$ cat src/swu_pkg.sv
`default_nettype none

package swu_pkg;

   // default geometry, the top level overrides these
   localparam int DEF_SIMD         = 2;
   localparam int DEF_IP_PRECISION = 4;
   localparam int DEF_IFM_CHANNELS = 4;
   localparam int DEF_IFM_DIM      = 6;
   localparam int DEF_KERNEL_DIM   = 3;
   localparam int DEF_STRIDE       = 1;

   // kernel rows plus one stride of look-ahead for the writer
   localparam int DEF_BUFFER_SIZE =
      (DEF_KERNEL_DIM + DEF_STRIDE) * DEF_IFM_DIM * (DEF_IFM_CHANNELS / DEF_SIMD);

   // number of stream words in one input frame
   function automatic int frame_words(input int ifm_dim, input int eff_channels);
      return ifm_dim * ifm_dim * eff_channels;
   endfunction

endpackage

`default_nettype wire

$ cat src/swu_buffer_ram.sv
`default_nettype none

module swu_buffer_ram #(
   parameter int SIMD         = swu_pkg::DEF_SIMD,
   parameter int IP_PRECISION = swu_pkg::DEF_IP_PRECISION,
   parameter int BUFFER_SIZE  = swu_pkg::DEF_BUFFER_SIZE,
   localparam int DW = SIMD * IP_PRECISION,
   localparam int AW = $clog2(BUFFER_SIZE)
) (
   input  wire logic          clk,
   input  wire logic          wr_en_i,
   input  wire logic [AW-1:0] wr_addr_i,
   input  wire logic [DW-1:0] wr_data_i,
   input  wire logic          rd_en_i,
   input  wire logic [AW-1:0] rd_addr_i,
   output      logic [DW-1:0] rd_data_o
);

   logic [DW-1:0] mem [BUFFER_SIZE];
   logic [DW-1:0] rd_q;

   // write port, one word per accepted input beat
   always_ff @(posedge clk) begin
      if (wr_en_i) begin
         mem[wr_addr_i] <= wr_data_i;
      end
   end

   // registered read port
   // the register keeps its word while rd_en_i is low so a stalled
   // output stage can still pick it up later
   always_ff @(posedge clk) begin
      if (rd_en_i) begin
         rd_q <= mem[rd_addr_i];
      end
   end

   assign rd_data_o = rd_q;

endmodule

`default_nettype wire

$ cat src/swu_write_ctrl.sv
`default_nettype none

module swu_write_ctrl #(
   parameter int SIMD         = swu_pkg::DEF_SIMD,
   parameter int IFM_CHANNELS = swu_pkg::DEF_IFM_CHANNELS,
   parameter int IFM_DIM      = swu_pkg::DEF_IFM_DIM,
   parameter int BUFFER_SIZE  = swu_pkg::DEF_BUFFER_SIZE,
   localparam int EFF_CHANNELS = IFM_CHANNELS / SIMD,
   localparam int FRAME_WORDS  = swu_pkg::frame_words(IFM_DIM, EFF_CHANNELS),
   localparam int CNT_W        = $clog2(FRAME_WORDS + 1),
   localparam int AW           = $clog2(BUFFER_SIZE)
) (
   input  wire logic             clk,
   input  wire logic             resetn,
   input  wire logic             in_valid_i,
   output      logic             in_ready_o,
   input  wire logic [CNT_W-1:0] rd_base_i,
   input  wire logic             frame_done_i,
   output      logic             wr_en_o,
   output      logic [AW-1:0]    wr_addr_o,
   output      logic [CNT_W-1:0] wr_count_o
);

   localparam int LIM_W = $clog2(FRAME_WORDS + BUFFER_SIZE + 1);

   logic [AW-1:0]    wr_addr;
   logic [CNT_W-1:0] wr_count;
   logic [LIM_W-1:0] wr_limit;

   // first word index the writer may not touch yet
   assign wr_limit = LIM_W'(rd_base_i) + LIM_W'(BUFFER_SIZE);

   // stop at the end of the frame and when the buffer holds only live words
   assign in_ready_o = (wr_count < CNT_W'(FRAME_WORDS)) &&
                       (LIM_W'(wr_count) < wr_limit);
   assign wr_en_o    = in_valid_i && in_ready_o;
   assign wr_addr_o  = wr_addr;
   assign wr_count_o = wr_count;

   always_ff @(posedge clk) begin
      if (!resetn || frame_done_i) begin
         wr_addr  <= '0;
         wr_count <= '0;
      end else if (wr_en_o) begin
         wr_count <= wr_count + 1'b1;
         if (wr_addr == AW'(BUFFER_SIZE - 1)) begin
            wr_addr <= '0;
         end else begin
            wr_addr <= wr_addr + 1'b1;
         end
      end
   end

   ////////////////////////////////////////////////////////////
   // checks

   // the writer never laps the oldest word the window still needs
   a_no_overrun: assert property (@(posedge clk) disable iff (!resetn)
      LIM_W'(wr_count) <= wr_limit);

endmodule

`default_nettype wire

$ cat src/swu_window_ctrl.sv
`default_nettype none

module swu_window_ctrl #(
   parameter int SIMD         = swu_pkg::DEF_SIMD,
   parameter int IFM_CHANNELS = swu_pkg::DEF_IFM_CHANNELS,
   parameter int IFM_DIM      = swu_pkg::DEF_IFM_DIM,
   parameter int KERNEL_DIM   = swu_pkg::DEF_KERNEL_DIM,
   parameter int STRIDE       = swu_pkg::DEF_STRIDE,
   parameter int BUFFER_SIZE  = swu_pkg::DEF_BUFFER_SIZE,
   localparam int EFF_CHANNELS = IFM_CHANNELS / SIMD,
   localparam int FRAME_WORDS  = swu_pkg::frame_words(IFM_DIM, EFF_CHANNELS),
   localparam int CNT_W        = $clog2(FRAME_WORDS + 1),
   localparam int AW           = $clog2(BUFFER_SIZE)
) (
   input  wire logic             clk,
   input  wire logic             resetn,
   input  wire logic [CNT_W-1:0] wr_count_i,
   input  wire logic             rd_allow_i,
   input  wire logic             frame_done_i,
   output      logic             rd_issue_o,
   output      logic [AW-1:0]    rd_addr_o,
   output      logic             rd_last_o,
   output      logic [CNT_W-1:0] rd_base_o
);

   localparam int OUT_DIM  = (IFM_DIM - KERNEL_DIM) / STRIDE + 1;
   localparam int CH_W     = (EFF_CHANNELS > 1) ? $clog2(EFF_CHANNELS) : 1;
   localparam int K_W      = (KERNEL_DIM > 1) ? $clog2(KERNEL_DIM) : 1;
   localparam int O_W      = (OUT_DIM > 1) ? $clog2(OUT_DIM) : 1;
   localparam int ROW_STEP = STRIDE * IFM_DIM * EFF_CHANNELS;

   ////////////////////////////////////////////////////////////
   // window loop state

   logic [CH_W-1:0]  ch;
   logic [K_W-1:0]   kw;
   logic [K_W-1:0]   kh;
   logic [O_W-1:0]   ocol;
   logic [O_W-1:0]   orow;
   logic             done;

   // absolute index and buffer address of the current output row start
   logic [CNT_W-1:0] rd_base;
   logic [AW-1:0]    row_base;

   logic             ch_end;
   logic             kw_end;
   logic             kh_end;
   logic             col_end;
   logic             row_end;
   logic             win_end;
   logic [AW-1:0]    win_ofs;
   logic [CNT_W-1:0] win_idx;
   logic [AW:0]      addr_sum;
   logic [AW:0]      row_sum;
   logic [AW-1:0]    row_base_nxt;

   assign ch_end  = (ch == CH_W'(EFF_CHANNELS - 1));
   assign kw_end  = (kw == K_W'(KERNEL_DIM - 1));
   assign kh_end  = (kh == K_W'(KERNEL_DIM - 1));
   assign col_end = (ocol == O_W'(OUT_DIM - 1));
   assign row_end = (orow == O_W'(OUT_DIM - 1));
   assign win_end = ch_end && kw_end && kh_end;

   // word offset inside the rows of the current output row
   assign win_ofs = AW'((kh * IFM_DIM + ocol * STRIDE + kw) * EFF_CHANNELS + ch);
   assign win_idx = rd_base + CNT_W'(win_ofs);

   // at most one wrap since row_base and win_ofs are both below BUFFER_SIZE
   assign addr_sum  = {1'b0, row_base} + {1'b0, win_ofs};
   assign rd_addr_o = (addr_sum >= (AW+1)'(BUFFER_SIZE)) ?
                      AW'(addr_sum - (AW+1)'(BUFFER_SIZE)) : addr_sum[AW-1:0];

   assign row_sum      = {1'b0, row_base} + (AW+1)'(ROW_STEP);
   assign row_base_nxt = (row_sum >= (AW+1)'(BUFFER_SIZE)) ?
                         AW'(row_sum - (AW+1)'(BUFFER_SIZE)) : row_sum[AW-1:0];

   ////////////////////////////////////////////////////////////
   // issue rule

   // only read words the writer has already stored
   assign rd_issue_o = !done && rd_allow_i && (win_idx < wr_count_i);
   assign rd_last_o  = win_end && col_end && row_end;
   assign rd_base_o  = rd_base;

   always_ff @(posedge clk) begin
      if (!resetn || frame_done_i) begin
         ch       <= '0;
         kw       <= '0;
         kh       <= '0;
         ocol     <= '0;
         orow     <= '0;
         done     <= 1'b0;
         rd_base  <= '0;
         row_base <= '0;
      end else if (rd_issue_o) begin
         if (rd_last_o) begin
            // hold here until the last word has left the unit
            done <= 1'b1;
         end else if (!ch_end) begin
            ch <= ch + 1'b1;
         end else begin
            ch <= '0;
            if (!kw_end) begin
               kw <= kw + 1'b1;
            end else begin
               kw <= '0;
               if (!kh_end) begin
                  kh <= kh + 1'b1;
               end else begin
                  kh <= '0;
                  if (!col_end) begin
                     ocol <= ocol + 1'b1;
                  end else begin
                     // row complete, release STRIDE input rows to the writer
                     ocol     <= '0;
                     orow     <= orow + 1'b1;
                     rd_base  <= rd_base + CNT_W'(ROW_STEP);
                     row_base <= row_base_nxt;
                  end
               end
            end
         end
      end
   end

   ////////////////////////////////////////////////////////////
   // checks

   // an issued word is written and has not been overwritten by the writer
   a_read_valid: assert property (@(posedge clk) disable iff (!resetn)
      rd_issue_o |-> (win_idx < wr_count_i) &&
                     (int'(wr_count_i) <= int'(win_idx) + BUFFER_SIZE));

endmodule

`default_nettype wire

$ cat src/swu_output_stage.sv
`default_nettype none

module swu_output_stage #(
   parameter int SIMD         = swu_pkg::DEF_SIMD,
   parameter int IP_PRECISION = swu_pkg::DEF_IP_PRECISION,
   localparam int DW = SIMD * IP_PRECISION
) (
   input  wire logic          clk,
   input  wire logic          resetn,
   input  wire logic          rd_issue_i,
   input  wire logic          rd_last_i,
   input  wire logic [DW-1:0] ram_data_i,
   output      logic          rd_allow_o,
   output      logic          ram_rd_en_o,
   output      logic [DW-1:0] out_data_o,
   output      logic          out_valid_o,
   input  wire logic          out_ready_i,
   output      logic          frame_done_o
);

   // r_* tracks the RAM read register, q_* the output register
   logic          r_valid;
   logic          r_last;
   logic          q_valid;
   logic          q_last;
   logic          q_advance;
   logic [DW-1:0] q_data;
   logic          frame_done;

   assign q_advance   = out_ready_i || !q_valid;
   assign rd_allow_o  = !r_valid || q_advance;
   // load the RAM register only into a free slot
   assign ram_rd_en_o = rd_issue_i && rd_allow_o;

   always_ff @(posedge clk) begin
      if (!resetn) begin
         r_valid    <= 1'b0;
         r_last     <= 1'b0;
         q_valid    <= 1'b0;
         q_last     <= 1'b0;
         frame_done <= 1'b0;
      end else begin
         if (rd_allow_o) begin
            r_valid <= rd_issue_i;
            r_last  <= rd_issue_i && rd_last_i;
         end
         if (q_advance) begin
            q_valid <= r_valid;
            q_last  <= r_last;
         end
         // one cycle after the last word of the frame is taken
         frame_done <= q_valid && q_last && out_ready_i;
      end
   end

   always_ff @(posedge clk) begin
      if (q_advance && r_valid) begin
         q_data <= ram_data_i;
      end
   end

   assign out_data_o   = q_data;
   assign out_valid_o  = q_valid;
   assign frame_done_o = frame_done;

   // a stalled word stays on the bus until it is taken
   a_hold_stable: assert property (@(posedge clk) disable iff (!resetn)
      out_valid_o && !out_ready_i |=> out_valid_o && $stable(out_data_o));

endmodule

`default_nettype wire

$ cat src/swu_top.sv
`default_nettype none

module swu_top #(
   parameter int SIMD         = swu_pkg::DEF_SIMD,
   parameter int IP_PRECISION = swu_pkg::DEF_IP_PRECISION,
   parameter int IFM_CHANNELS = swu_pkg::DEF_IFM_CHANNELS,
   parameter int IFM_DIM      = swu_pkg::DEF_IFM_DIM,
   parameter int KERNEL_DIM   = swu_pkg::DEF_KERNEL_DIM,
   parameter int STRIDE       = swu_pkg::DEF_STRIDE,
   parameter int BUFFER_SIZE  = swu_pkg::DEF_BUFFER_SIZE
) (
   input  wire logic                         clk,
   input  wire logic                         resetn,
   input  wire logic [SIMD*IP_PRECISION-1:0] in_data_i,
   input  wire logic                         in_valid_i,
   output      logic                         in_ready_o,
   output      logic [SIMD*IP_PRECISION-1:0] out_data_o,
   output      logic                         out_valid_o,
   input  wire logic                         out_ready_i
);

   localparam int EFF_CHANNELS = IFM_CHANNELS / SIMD;
   localparam int FRAME_WORDS  = swu_pkg::frame_words(IFM_DIM, EFF_CHANNELS);
   localparam int CNT_W        = $clog2(FRAME_WORDS + 1);
   localparam int AW           = $clog2(BUFFER_SIZE);
   localparam int DW           = SIMD * IP_PRECISION;

   logic             wr_en;
   logic [AW-1:0]    wr_addr;
   logic [CNT_W-1:0] wr_count;
   logic [CNT_W-1:0] rd_base;
   logic             rd_issue;
   logic [AW-1:0]    rd_addr;
   logic             rd_last;
   logic             rd_allow;
   logic             ram_rd_en;
   logic [DW-1:0]    ram_data;
   logic             frame_done;

   swu_write_ctrl #(
      .SIMD         (SIMD),
      .IFM_CHANNELS (IFM_CHANNELS),
      .IFM_DIM      (IFM_DIM),
      .BUFFER_SIZE  (BUFFER_SIZE)
   ) u_write_ctrl (
      .clk          (clk),
      .resetn       (resetn),
      .in_valid_i   (in_valid_i),
      .in_ready_o   (in_ready_o),
      .rd_base_i    (rd_base),
      .frame_done_i (frame_done),
      .wr_en_o      (wr_en),
      .wr_addr_o    (wr_addr),
      .wr_count_o   (wr_count)
   );

   swu_window_ctrl #(
      .SIMD         (SIMD),
      .IFM_CHANNELS (IFM_CHANNELS),
      .IFM_DIM      (IFM_DIM),
      .KERNEL_DIM   (KERNEL_DIM),
      .STRIDE       (STRIDE),
      .BUFFER_SIZE  (BUFFER_SIZE)
   ) u_window_ctrl (
      .clk          (clk),
      .resetn       (resetn),
      .wr_count_i   (wr_count),
      .rd_allow_i   (rd_allow),
      .frame_done_i (frame_done),
      .rd_issue_o   (rd_issue),
      .rd_addr_o    (rd_addr),
      .rd_last_o    (rd_last),
      .rd_base_o    (rd_base)
   );

   swu_buffer_ram #(
      .SIMD         (SIMD),
      .IP_PRECISION (IP_PRECISION),
      .BUFFER_SIZE  (BUFFER_SIZE)
   ) u_buffer_ram (
      .clk          (clk),
      .wr_en_i      (wr_en),
      .wr_addr_i    (wr_addr),
      .wr_data_i    (in_data_i),
      .rd_en_i      (ram_rd_en),
      .rd_addr_i    (rd_addr),
      .rd_data_o    (ram_data)
   );

   swu_output_stage #(
      .SIMD         (SIMD),
      .IP_PRECISION (IP_PRECISION)
   ) u_output_stage (
      .clk          (clk),
      .resetn       (resetn),
      .rd_issue_i   (rd_issue),
      .rd_last_i    (rd_last),
      .ram_data_i   (ram_data),
      .rd_allow_o   (rd_allow),
      .ram_rd_en_o  (ram_rd_en),
      .out_data_o   (out_data_o),
      .out_valid_o  (out_valid_o),
      .out_ready_i  (out_ready_i),
      .frame_done_o (frame_done)
   );

endmodule

`default_nettype wire

$ cat config.mk
export PLATFORM = sky130hd
export DESIGN_NAME = swu_top
export DESIGN_NICKNAME = d
export VERILOG_FILES = /design/src/swu_pkg.sv /design/src/swu_buffer_ram.sv /design/src/swu_write_ctrl.sv /design/src/swu_window_ctrl.sv /design/src/swu_output_stage.sv /design/src/swu_top.sv
export SDC_FILE = /design/constraint.sdc
export NUM_CORES = 1
export LEC_CHECK = 0
export BUFFER_PORTS_ARGS = -buffer_cell sky130_fd_sc_hd__buf_2
export CORE_MARGIN = 4
export CORE_UTILIZATION = 40
export CTS_BUF_LIST = sky130_fd_sc_hd__clkbuf_8
export DETAILED_ROUTE_END_ITERATION = 16
export PLACE_DENSITY_LB_ADDON = 0.12
export SYNTH_ARGS = -nofsm -noshare
export SYNTH_HDL_FRONTEND = slang
export SYNTH_SLANG_ARGS = --single-unit
export TNS_END_PERCENT = 50
$ cat constraint.sdc
create_clock -name clk -period 4.2 [get_ports clk]
set_input_delay 0.42 -clock clk [delete_from_list [all_inputs] [get_ports clk]]
set_output_delay 0.42 -clock clk [all_outputs]
set_load 0.01 [all_outputs]
**After elaboration in Yosys (flattened, before gate mapping)**

Memories as Yosys holds them, arrays and structs flattened. A register that Yosys moved wholly into a read port is not among the register bits.
Index checks and enable logic that the tools add are counted.

- $add $sub $neg: 17
- Equal/unequal tests: 5
- Multipliers: 1
- Multiplexer cells: 9
- Reduce and logical (&&, ||, !) cells: 26
- Bitwise gates (word level): 1
- Magnitude comparators: 5

Operators by type and width:

| operator | number |
|---|---|
| $mux W6 | 3 |
| $ge A7 B6 Y1 const B | 2 |
| $lt A7 B7 Y1 | 2 |
| $logic_and A1 B1 Y1 | 13 |
| $sub A6 B6 Y6 const B | 2 |
| $add A5 B2 Y5 | 2 |
| $add A2 B1 Y2 const B | 4 |
| $eq A2 B2 Y1 const B | 4 |
| $add A6 B4 Y7 const B | 1 |
| $add A6 B6 Y7 | 1 |
| $add A7 B1 Y7 const B | 1 |
| $add A7 B4 Y7 const B | 1 |
| $add A7 B6 Y7 | 1 |
| $add A7 B6 Y7 const B | 1 |
| $lt A7 B7 Y1 const B | 1 |
| $add A6 B1 Y6 | 1 |
| $add A6 B1 Y6 const B | 1 |
| $eq A6 B6 Y1 const B | 1 |
| $mux W2 | 3 |
| $reduce_and A6 Y1 | 1 |
| $reduce_and A5 Y1 | 1 |
| $logic_not A1 Y1 | 4 |
| $mul A2 B2 Y4 const B | 1 |
| $reduce_and A2 Y1 | 2 |
| other kinds (6) | 10 |

- Memory bits (writable): 384
- Bits in registers: 49
- Memories: 1

Memories:

| memory | words | width | rd ports | clocked after memory_dff | wr ports | line | source |
|---|---|---|---|---|---|---|---|
| u_buffer_ram.mem | 48 | 8 | 1 | 1 | 1 | swu_buffer_ram.sv:19 | `logic [DW-1:0] mem [BUFFER_SIZE];` |

**Longest topological paths before layout**

Gate-level depths: netlist of the first run.

- Depth in word-level cells: 8
- Gate-level depth with buffers: 18

**By module**

A second synthesis of the first run with hierarchy kept.

- Cell total of the unflattened synthesis: 1109
- Area total of the unflattened synthesis: 18341.3 um2

Modules (own cells, without submodules):

| module | cells each | seq. area each (um2) | area each (um2) | times used |
|---|---|---|---|---|
| swu_buffer_ram | 793 | 11771.3 | 15429.8 | 1 |
| swu_window_ctrl | 193 | 380.4 | 1656.6 | 1 |
| swu_write_ctrl | 97 | 260.2 | 819.5 | 1 |
| swu_output_stage | 26 | 340.3 | 435.4 | 1 |

**Least setup slack after synthesis of the first run**

Ideal clock, no wire load.

- Kind: register -> register
- From: register u_window_ctrl.kh[0]
- To: register u_buffer_ram.rd_q[0], in the netlist u_buffer_ram.rd_data_o[0] (read register of u_buffer_ram.mem) (enable)
- Buffers on the path: 1
- Data required time: 3.874 ns
- Slack: -0.038 ns
- Setup time: 0.326 ns
- Data arrival time: 3.912 ns
- Cell stages (with the launch flop): 16
- Cell sequence: dfxtp_1 > inv_1 > fa_1 > inv_1 > ha_1 > inv_1 > fa_1 > inv_1 > fa_1 > xor2_1 > ha_1 > a21o_1 > a21o_1 > a2111oi_4 > o21a_1 > buf_2

- Longest elaborated chain between the ends: 8
- Elaborated cells on any way between the ends: 12
- Classes of those cells: 6 x add/sub; 1 x mul; 2 x order compare; 1 x mux; 2 x reduce/logical

Ends and longest elaborated chain:

| element | line | source |
|---|---|---|
| from (decl) | swu_window_ctrl.sv:37 | `logic [K_W-1:0] kh;` |
| from (signal assigned) | swu_window_ctrl.sv:109 | `kh <= kh + 1'b1;` |
| $mul A2 B2 Y4 | swu_window_ctrl.sv:66 | `assign win_ofs = AW'((kh * IFM_DIM + ocol * STRIDE + kw) * EFF_CHANNELS + ch);` |
| $add A5 B2 Y5 (2 in a row) | swu_window_ctrl.sv:66 |  |
| $add A6 B1 Y6 | swu_window_ctrl.sv:66 |  |
| $add A7 B6 Y7 | swu_window_ctrl.sv:67 | `assign win_idx = rd_base + CNT_W'(win_ofs);` |
| $lt A7 B7 Y1 | swu_window_ctrl.sv:82 | `assign rd_issue_o = !done && rd_allow_i && (win_idx < wr_count_i);` |
| $logic_and A1 B1 Y1 | swu_window_ctrl.sv:82 |  |
| $logic_and A1 B1 Y1 | swu_output_stage.sv:33 | `assign ram_rd_en_o = rd_issue_i && rd_allow_o;` |
| named net ram_rd_en | swu_top.sv:36 | `logic ram_rd_en;` |
| to (decl) | swu_buffer_ram.sv:20 | `logic [DW-1:0] rd_q;` |

The timed path passes the listed nets, and every way through them passes these cells.
A chain may end at the register's enable or synchronous reset.

**Worst setup path after layout of the first run**

- From: register u_window_ctrl.kw[1]
- To: register u_window_ctrl.rd_base[6], in the netlist u_window_ctrl.rd_base_o[6]

- Longest elaborated chain between the ends: 7
- Elaborated cells on any way between the ends: 12
- Classes of those cells: 3 x add/sub; 1 x order compare; 1 x eq/ne; 1 x bitwise; 6 x reduce/logical

Ends and longest elaborated chain:

| element | line | source |
|---|---|---|
| from (decl) | swu_window_ctrl.sv:36 | `logic [K_W-1:0] kw;` |
| from (signal assigned) | swu_window_ctrl.sv:105 | `kw <= kw + 1'b1;` |
| branches (longest 6 deep; another with $add A7 B6 Y7) | -- |  |
| $reduce_and A6 Y1 (no source line) (*) | -- |  |
| to (signal assigned) | swu_window_ctrl.sv:118 | `rd_base <= rd_base + CNT_W'(ROW_STEP);` |
| to (decl) | swu_window_ctrl.sv:43 | `logic [CNT_W-1:0] rd_base;` |

Mark *: on every way between the ends.

==> results of run 1 <==
## layer usage
metal | share of wire, % | wire, um | up-vias
li1 | - | - | 4383
met1 | 47 | 19300 | 4964
met2 | 46 | 19100 | 227
met3 | 4.4 | 1810 | 79
met4 | 3.0 | 1240 | 0
met5 | 0 | 0 | -
## repair_timing
item / CTS / global route
gates cloned: 0 / 1
endpoints found under the setup margin: 33 / 36
resized for setup: 16 / 51
endpoints found under the hold margin: 0 / 0
buffers inserted: 2 / 5
pin swaps: 3 / 29
## state kept, by name, summed over array words and instances, names as in the netlist, 2 cells and up
name,count
u_window_ctrl.ocol,2
u_window_ctrl.kw,2
u_buffer_ram.rd_data_o,8
u_buffer_ram.mem,384
u_output_stage.out_data_o,8
u_window_ctrl.row_base,4
u_window_ctrl.rd_base_o,5
u_write_ctrl.wr_addr_o,6
u_window_ctrl.kh,2
u_window_ctrl.orow,2
u_write_ctrl.wr_count_o,7
## how the worst min path moves through the flow
stage                               from                           end  cells after the start
4_1_cts                           resetn        u_output_stage.r_valid                      2
3_5_place_dp   u_buffer_ram.rd_data_o[5]  u_output_stage.out_data_o[5]                      0
5_1_grt                      out_ready_i   u_output_stage.frame_done_o                      2
2_1_floorplan  u_buffer_ram.rd_data_o[0]  u_output_stage.out_data_o[0]                      0
6_report                          resetn        u_output_stage.r_valid                      2
3_3_place_gp   u_buffer_ram.rd_data_o[2]  u_output_stage.out_data_o[2]                      0
## through the flow
step / std cells / area (um2)
final: 1822 / 21100
after CTS: 1815 / 20800
after global placement: 1674 / 19400
after detailed placement: 1674 / 19400
after floorplan: 1022 / 18000
after global routing: 1822 / 21100
## power by group through the flow
stage          logic (mW)  clock network [mW]  registers, mW
2_1_floorplan       0.952                   0           4.97
3_3_place_gp         1.33                   0           5.03
4_1_cts              1.35                3.62           4.94
3_5_place_dp         1.34                   0           5.03
6_report             1.41                3.50           4.94
5_1_grt              1.51                3.84           4.95
## Yosys cell counts (all sizes together) (2+ instances only)
library cell  count
nor4              7
mux2             14
o22ai             7
nand4b            2
nand3b            3
mux2i            37
a21oi            19
ha               36
a21o              6
edfxtp          400
nand2            44
nand2b            4
nand4             8
a22oi            17
a221oi            7
nor2             71
buf              33
dfxtp            37
nor2b            12
clkbuf           17
xnor2            15
nand3            13
a221o             8
o21a              4
and3              4
or3b              2
a211o             2
o21ai            20
fa                4
a31oi             4
a211oi           19
inv              27
xor2              5
mux4             81
and2             11
or3               6
o2111ai           2
## area by class of cell
type / instances / area (um2) / area share [%]
Multi-Input combinational cell: 508 / 5240 / 24.8
Sequential cell: 437 / 12800 / 60.4
Clock inverter: 60 / 282 / 1.33
Timing Repair Buffer: 118 / 931 / 4.40
Tap cell: 592 / 741 / 3.50
Clock buffer: 79 / 1090 / 5.14
Inverter: 27 / 101 / 0.479
Antenna cell: 1 / 2.50 / 0.0118
## cell families after synthesis
logic type | after synthesis | share of synthesized area (%)
flip-flops | 437 | 70.8
AND/OR/NAND/NOR | 191 | 5.07
multiplexers | 132 | 13.1
AO/OA/AOI/OAI | 125 | 5.11
buffers and inverters | 77 | 2.03
adder cells (fa/ha/maj) | 40 | 2.95
XOR/XNOR | 20 | 0.973
## worst max-delay path: cells and delay by family (launching register included)
family,cells,cell delay (ns)
flops,1,0.33
fa+ha+maj,5,1.89
simple gates,1,0.40
compound gates,5,0.97
buf+inv,5,0.44
xor+xnor,1,0.15
==> results.toml, run 1 <==
[setup_path]
required_ns = 4.75
r2r-start = "u_window_ctrl.kw[1]"
worstPathCellList = "inv_2 -> fa_1 -> inv_1 -> ha_2 -> inv_2 -> fa_2 -> inv_2 -> fa_2 -> xor2_2 -> ha_1 -> a21o_1 -> a21o_1 -> a2111oi_4 -> buf_4 -> o2111ai_4 -> or3_4 -> a21oi_2"
crit_top_cell = "inv_2"
crit_end = "u_window_ctrl.rd_base_o[6]"
slowest_delay_ns = 0.58
cp.arrival_ns = 4.81
reg2regPathDepth = 17
worstPathMaxFanout = 3
worstSetupEndpointType = "flip-flop"
r2r_setup_slack_ns = -0.07
reg2reg_to = "u_window_ctrl.rd_base_o[6]"
cpMaxStageDelayCell = "fa_2"
critical_path_class = "reg2reg"
setup.worst_path.start = "u_window_ctrl.kw[1]"
startpoint_type = "flip-flop"

[logic_synthesis]
ys.warnings.count = 0
synth_cell_types = 58
synthTopCellsByArea = "edfxtp_1 67%, mux4_2 10%, dfxtp_1 4.1%"
synth_top_cell_by_area = "edfxtp_1"
netlist_area_um2 = 18000
syn_avg_cell_area_um2 = 17.6
syn_inst = 1022
synthFlopType = "edfxtp_1"
synth_edf_count = 400
yosysSeqAreaShare_pct = 70.8
ys_seq_elements = 437
synth_nets = 1074
synth_top_area_share_pct = 66.7
async_reset_ff_share_pct = 0

[finish]
fin_util_pct = 47.7
mostFrequentLayoutCell = "edfxtp_1"
layout-drive-gt1-share_pct = 29.9
final_cell_mix = "400 x edfxtp_1, 85 x buf_4, 81 x mux4_2, 79 x clkbuf_8, 68 x nor2_1"
layout.nets = 1220
n_fill_cell = 3822
syn_to_final_growth_pct = 17.4

[clock_tree]
hold_buffers = 0
cts_buffers = 76
htreeDepth = 3
clk_latency_ns = 0.64
path_clk_slew_ns = 0.06
cts_tree = "yes"
root_buffer = "clkbuf_8"
cts_num_sinks = 437
cts_buffer_depth = 3

[floorplanning]
rows = 77
die_h_um = 220
die_width_um = 220
core_area_um2 = 44300
die-area_um2 = 48500
start_util_pct = 40.6
io_pins = 22

[grt]
grt_max_degree = 49
track_usage_pct = 17.6
grt_first_pass_wirelength_mm = 63.0
antenna_found_initial = 1
met3_usage_pct = 3.67
overflow = 0
grt_pass1_vias = 10070
grt_use_met2_pct = 27.2
top_usage_layer = "met2"
grtUsageMet1_pct = 25.0

[placed_design]
hpwl_mm = 25.4
portBuffers = 21
gp_congestion = 0.848
place_ws_ns = -0.170

[route]
drt_iter0_markers = 628
first_pass_iters = 4
via_per_inst = 5.30
num_vias = 9653
antenna_left = 0
finalWirelength_mm = 41.4
wl_per_cell_um = 22.7
drc = 0

[sta]
setup_viol = 18
min_period_ns = 4.27
finClkSkew_ns = 0.0286
max_freq_ghz = 0.234
tightest_slew_ns = 1.03
fin_ws_ns = -0.0657
hold_violations = 0
drv_slew = 0
finalCritPeriodShare_pct = 102
timing.hold.ws_ns = 0.0883
grt_setup_unrepaired = "true"
slew_headroom_pct = 31.3
fin_setup_tns_ns = -0.453

[power]
power.internal_mw = 7.33
power_frac_comb_pct = 14.3
power_switching_share_pct = 25.6
p_per_area_nw_per_um2 = 466
clkPwrFrac_pct = 35.6
p_sw_mw = 2.52
p_seq_share_pct = 50.2
peakVddDrop_v = 0.000234
total_leakage_power_nw = 7.04
p_total_mw = 9.85

[worst_hold_path]
hp-class = "in2reg"

[outcome]
violations = "setup timing"
outcome = "complete, but fails checks"

[run]
maxCapViolCount = 0
Note: power is estimated with default switching activity, not from simulation.
==> run 2: changes to the inputs <==
--- a/config.mk
+++ b/config.mk
@@ -11,6 +11,7 @@
 export CTS_BUF_LIST = sky130_fd_sc_hd__clkbuf_8
 export DETAILED_ROUTE_END_ITERATION = 16
 export PLACE_DENSITY_LB_ADDON = 0.12
+export SETUP_SLACK_MARGIN = 0.4
 export SYNTH_ARGS = -nofsm -noshare
 export SYNTH_HDL_FRONTEND = slang
 export SYNTH_SLANG_ARGS = --single-unit
==> run 2 against run 1 <==
Against the previous run:
- the run now ends clean
- cell count about the same
- worst setup slack improved by 0.10 ns
- core utilization decreased by 0.25 points
- wire length fell by 0.27%
- non-clock buffer count is 3 higher
- combinational power about the same
- largest cell class unchanged
- highest routed layer unchanged
==> results.toml, run 2 (synthesis results as in run 1) <==
[grt]
grt_pass1_vias = 9873
track_usage_pct = 17.2
grt_max_degree = 49
overflow = 0
grt_first_pass_wirelength_mm = 61.9
antenna_found_initial = 0

[floorplanning]
io_pins = 22
start_util_pct = 40.6
die-area_um2 = 48500
rows = 77
die_width_um = 220
core_area_um2 = 44300
die_h_um = 220

[setup_path]
worstPathCellList = "inv_2 -> fa_1 -> inv_1 -> ha_2 -> inv_2 -> fa_1 -> inv_2 -> fa_2 -> xor2_1 -> ha_1 -> a21o_1 -> a21o_1 -> a2111oi_4 -> buf_4 -> o2111ai_4 -> or3_1 -> a21oi_1"
r2r-start = "u_window_ctrl.ocol[1]"
worstSetupEndpointType = "flip-flop"
critical_path_class = "reg2reg"
required_ns = 4.72
cpMaxStageDelayCell = "fa_1"
startpoint_type = "flip-flop"
r2r_setup_slack_ns = 0.04
worstPathMaxFanout = 3
setup.worst_path.start = "u_window_ctrl.ocol[1]"
cp.arrival_ns = 4.68
crit_top_cell = "inv_2"
slowest_delay_ns = 0.52

[power]
clkPwrFrac_pct = 35.1
p_seq_share_pct = 50.4
power_switching_share_pct = 25.4
power_frac_comb_pct = 14.5
p_per_area_nw_per_um2 = 468
peakVddDrop_v = 0.000248
power.internal_mw = 7.34
p_total_mw = 9.83
p_sw_mw = 2.49
total_leakage_power_nw = 7.05

[placed_design]
hpwl_mm = 25.2
post_dp_cell_area_um2 = 19300
dp_cells = 1667
gp_congestion = 0.823
portBuffers = 21
place_ws_ns = -0.0391

[sta]
timing.hold.ws_ns = 0.114
setup_viol = 0
finClkSkew_ns = 0.0205
drv_slew = 0
slew_headroom_pct = 30.8
max_freq_ghz = 0.240
grt_setup_unrepaired = "true"
min_period_ns = 4.16
tightest_slew_ns = 1.04
finalCritPeriodShare_pct = 99.2
fin_ws_ns = 0.0351
hold_violations = 0

[route]
num_vias = 9567
wl_per_cell_um = 22.7
first_pass_iters = 5
drc = 0
finalWirelength_mm = 41.3
via_per_inst = 5.25
antenna_left = 0
drt_iter0_markers = 672

[clock_tree]
cts_tree = "yes"
hold_buffers = 0
cts_num_sinks = 437
htreeDepth = 3
root_buffer = "clkbuf_8"
cts_buffer_depth = 3
clk_latency_ns = 0.61
path_clk_slew_ns = 0.06
cts_buffers = 75

[finish]
n_fill_cell = 3845
layout.nets = 1222
syn_to_final_growth_pct = 16.8
fin_area_um2 = 21000
layout-drive-gt1-share_pct = 29.5
largest_reg_flops = 384
final_cell_count_no_fill = 1821
mostFrequentLayoutCell = "edfxtp_1"
regMostFlops = "u_buffer_ram.mem"
final_cell_mix = "400 x edfxtp_1, 88 x buf_4, 81 x mux4_2, 78 x clkbuf_8, 68 x nor2_1"
diodes = 0

[run]
maxCapViolCount = 0

[outcome]
outcome = "finished, final reports clean"

[worst_hold_path]
hp-class = "in2reg"
hold_start = "resetn"
[run 2: final timing paths]
kind | to | cells past startpoint
setup / recovery | u_window_ctrl.rd_base_o[6] | 17
hold / removal | u_output_stage.out_valid_o | 2
setup reg to reg | u_window_ctrl.rd_base_o[6] | 17
hold reg to reg | u_output_stage.out_data_o[6] | 0
[run 2: metal layers]
| metal | share of wire, % | global-route usage (%) | up-vias | routed length (um) |
|---|---|---|---|---|
| li1 | - | - | 4377 | - |
| met3 | 4.3 | 3.46 | 67 | 1780 |
| met2 | 45 | 26.0 | 218 | 18600 |
| met1 | 48 | 25.2 | 4905 | 19800 |
| met4 | 2.7 | 5.65 | 0 | 1100 |
| met5 | 0 | 0 | - | 0 |
[run 2: through the flow]
step	utilization, %	setup TNS [ns]
final	47.5	0
after global routing	47.5	-1.89
after CTS	47.1	0
after detailed placement	43.6	-0.462
after global placement	43.6	0
after floorplan	-	0
[run 2: power by group through the flow]
stage,clock network [mW],registers (mW),logic (mW)
4_1_cts,3.57,4.96,1.42
2_1_floorplan,0,4.97,0.960
3_5_place_dp,0,5.05,1.35
5_1_grt,3.81,4.97,1.53
6_report,3.45,4.96,1.43
3_3_place_gp,0,5.05,1.34
[run 2: what timing repair did]
item	CTS	global route
setup endpoints to repair	37	37
gates cloned	1	1
resized for setup	19	20
pin swaps	6	14
setup buffers	8	8
[run 2: cell type report]
cell class | count | area (um2) | share of cell area [%]
tap | 592 | 741 | 3.52
sequential | 437 | 12800 | 60.7
multi-input combinational | 508 | 5130 | 24.4
clock buffer | 78 | 1070 | 5.11
timing repair buffer | 121 | 956 | 4.55
clock inverter | 58 | 270 | 1.29
inverter | 27 | 101 | 0.482
[run 2: worst max-delay path, delay by kind of cell (launching register included)]
family	cells	cell delay, ns
XOR/XNOR	1	0.16
adder cells (fa/ha/maj)	5	1.83
AND/OR/NAND/NOR	1	0.37
AO/OA/AOI/OAI	5	0.98
flip-flops	1	0.33
buffers and inverters	5	0.44
==> run 3: changes to the inputs <==
--- a/config.mk
+++ b/config.mk
@@ -6,7 +6,6 @@
 export NUM_CORES = 1
 export LEC_CHECK = 0
 export BUFFER_PORTS_ARGS = -buffer_cell sky130_fd_sc_hd__buf_2
-export CORE_MARGIN = 4
 export CORE_UTILIZATION = 40
 export CTS_BUF_LIST = sky130_fd_sc_hd__clkbuf_8
 export DETAILED_ROUTE_END_ITERATION = 16
==> run 3 against run 2 <==
Against the previous run:
- core utilization is 0.22 points higher
- sequential share of layout area fell by 0.28 points
- clock skew is 0.0020 ns lower
- non-clock buffer count down 6
- fmax rose by 1.5%
- power increased by 0.68%
- combinational power barely moved
- largest power group unchanged
- design area rose by 0.46%
- die area fell by 5.4%
- first-iteration DRC count is 2.2% lower
- register-to-register slack improved by 0.06 ns
- sequential power about the same
==> results.toml, run 3 (synthesis results as in run 1) <==
[power]
peakVddDrop_v = 0.000243
p_sw_mw = 2.53
power.internal_mw = 7.37
p_per_area_nw_per_um2 = 469
power_switching_share_pct = 25.6
power_frac_comb_pct = 14.3
clkPwrFrac_pct = 35.5
total_leakage_power_nw = 7.02
p_seq_share_pct = 50.3
p_total_mw = 9.90

[clock_tree]
root_buffer = "clkbuf_8"
cts_buffer_depth = 3
path_clk_slew_ns = 0.06
hold_buffers = 0
cts_tree = "yes"
cts_buffers = 76
clk_latency_ns = 0.63
cts_num_sinks = 437
htreeDepth = 3

[floorplanning]
die_width_um = 214
rows = 77
die-area_um2 = 45900
io_pins = 22
core_area_um2 = 44300
start_util_pct = 40.6
die_h_um = 214

[setup_path]
worstPathMaxFanout = 3
startpoint_type = "flip-flop"
required_ns = 4.76
reg2regPathDepth = 17
cp.arrival_ns = 4.66
critical_path_class = "reg2reg"
worstSetupEndpointType = "flip-flop"

[route]
via_per_inst = 5.24
drc = 0
antenna_left = 0
wl_per_cell_um = 22.4
first_pass_iters = 5
finalWirelength_mm = 40.7
drt_iter0_markers = 657
num_vias = 9532

[finish]
layout-drive-gt1-share_pct = 29.9
n_fill_cell = 3876
layout.nets = 1217
largest_reg_flops = 384
syn_to_final_growth_pct = 17.3
diodes = 0
regMostFlops = "u_buffer_ram.mem"
mostFrequentLayoutCell = "edfxtp_1"
final_cell_mix = "400 x edfxtp_1, 81 x mux4_2, 81 x buf_4, 79 x clkbuf_8, 68 x nor2_1"
fin_util_pct = 47.7

[grt]
grt_first_pass_wirelength_mm = 62.2
grt_max_degree = 49
grt_pass1_vias = 10025
overflow = 0
antenna_found_initial = 0
track_usage_pct = 18.2

[placed_design]
portBuffers = 21
hpwl_mm = 25.2
gp_congestion = 0.807

[worst_hold_path]
min_path_cells = 2
hp-class = "in2reg"

[sta]
setup_viol = 0
slew_headroom_pct = 34.7
tightest_slew_ns = 0.980
max_freq_ghz = 0.244
drv_slew = 0
min_period_ns = 4.11
finalCritPeriodShare_pct = 97.7
grt_setup_unrepaired = "true"
finClkSkew_ns = 0.0186
timing.hold.ws_ns = 0.0869
hold_violations = 0

[run]
maxCapViolCount = 0

[outcome]
outcome = "finished, final reports clean"
run 3: power by group through the flow:
| stage | combinational, mW | sequential, mW | clock, mW |
|---|---|---|---|
| global placement | 1.31 | 5.07 | 0 |
| CTS | 1.40 | 4.98 | 3.64 |
| global route | 1.51 | 4.99 | 3.83 |
| detailed placement | 1.31 | 5.07 | 0 |
| floorplan | 0.960 | 4.97 | 0 |
| finish | 1.41 | 4.98 | 3.51 |
run 3: critical path, cell delays in order (launching register included):
cell	delay, ns
dfxtp_2	0.33
inv_2	0.04
fa_1	0.46
inv_1	0.07
ha_2	0.18
inv_2	0.04
fa_2	0.54
inv_2	0.06
fa_2	0.35
xor2_1	0.16
ha_1	0.30
a21o_1	0.16
a21o_1	0.20
a2111oi_4	0.31
buf_4	0.21
o2111ai_4	0.13
or3_4	0.40
a21oi_2	0.11
run 3: path summary, 6_finish.rpt:
kind                               from                          to  slack (ns)
setup reg to reg  u_window_ctrl.ocol[1]  u_window_ctrl.rd_base_o[6]        0.09
hold reg to reg   u_window_ctrl.orow[1]       u_window_ctrl.orow[1]        0.46
setup / recovery  u_window_ctrl.ocol[1]  u_window_ctrl.rd_base_o[6]        0.09
hold / removal                   resetn  u_output_stage.out_valid_o        0.09
run 3: layout make-up:
cell class | count | area (um2) | area share [%]
clock buffers | 79 | 1090 | 5.15
flip-flops and latches | 437 | 12800 | 60.4
inverters | 27 | 101 | 0.480
clock inverters | 60 | 280 | 1.33
multi-input cells | 508 | 5210 | 24.7
repair buffers | 115 | 946 | 4.48
well taps | 592 | 741 | 3.51
run 3: stage by stage:
stage	worst slack [ns]	cells	cell area, um2	setup TNS (ns)
after floorplan	0.183	1022	18000	0
after global placement	0.0724	1668	19300	0
after detailed placement	-0.0327	1668	19300	-0.130
after CTS	0.0810	1816	21000	0
after global routing	-0.118	1818	21100	-0.426
final	0.0947	1818	21100	0
run 3: metal layers:
layer	vias to the layer above	routed length [um]	global-route usage, %	share of wire [%]
met4	0	1130	7.62	2.8
met5	-	0	0	0
li1	4383	-	-	-
met3	66	1570	3.38	3.9
met1	4894	19100	25.4	47
met2	189	18900	28.1	46
run 3: timing repair:
action,4_1_cts,5_1_grt
setup endpoints to repair,37,45
gates cloned,1,0
buffers inserted,8,2
resized for setup,26,25
pin swaps,19,12
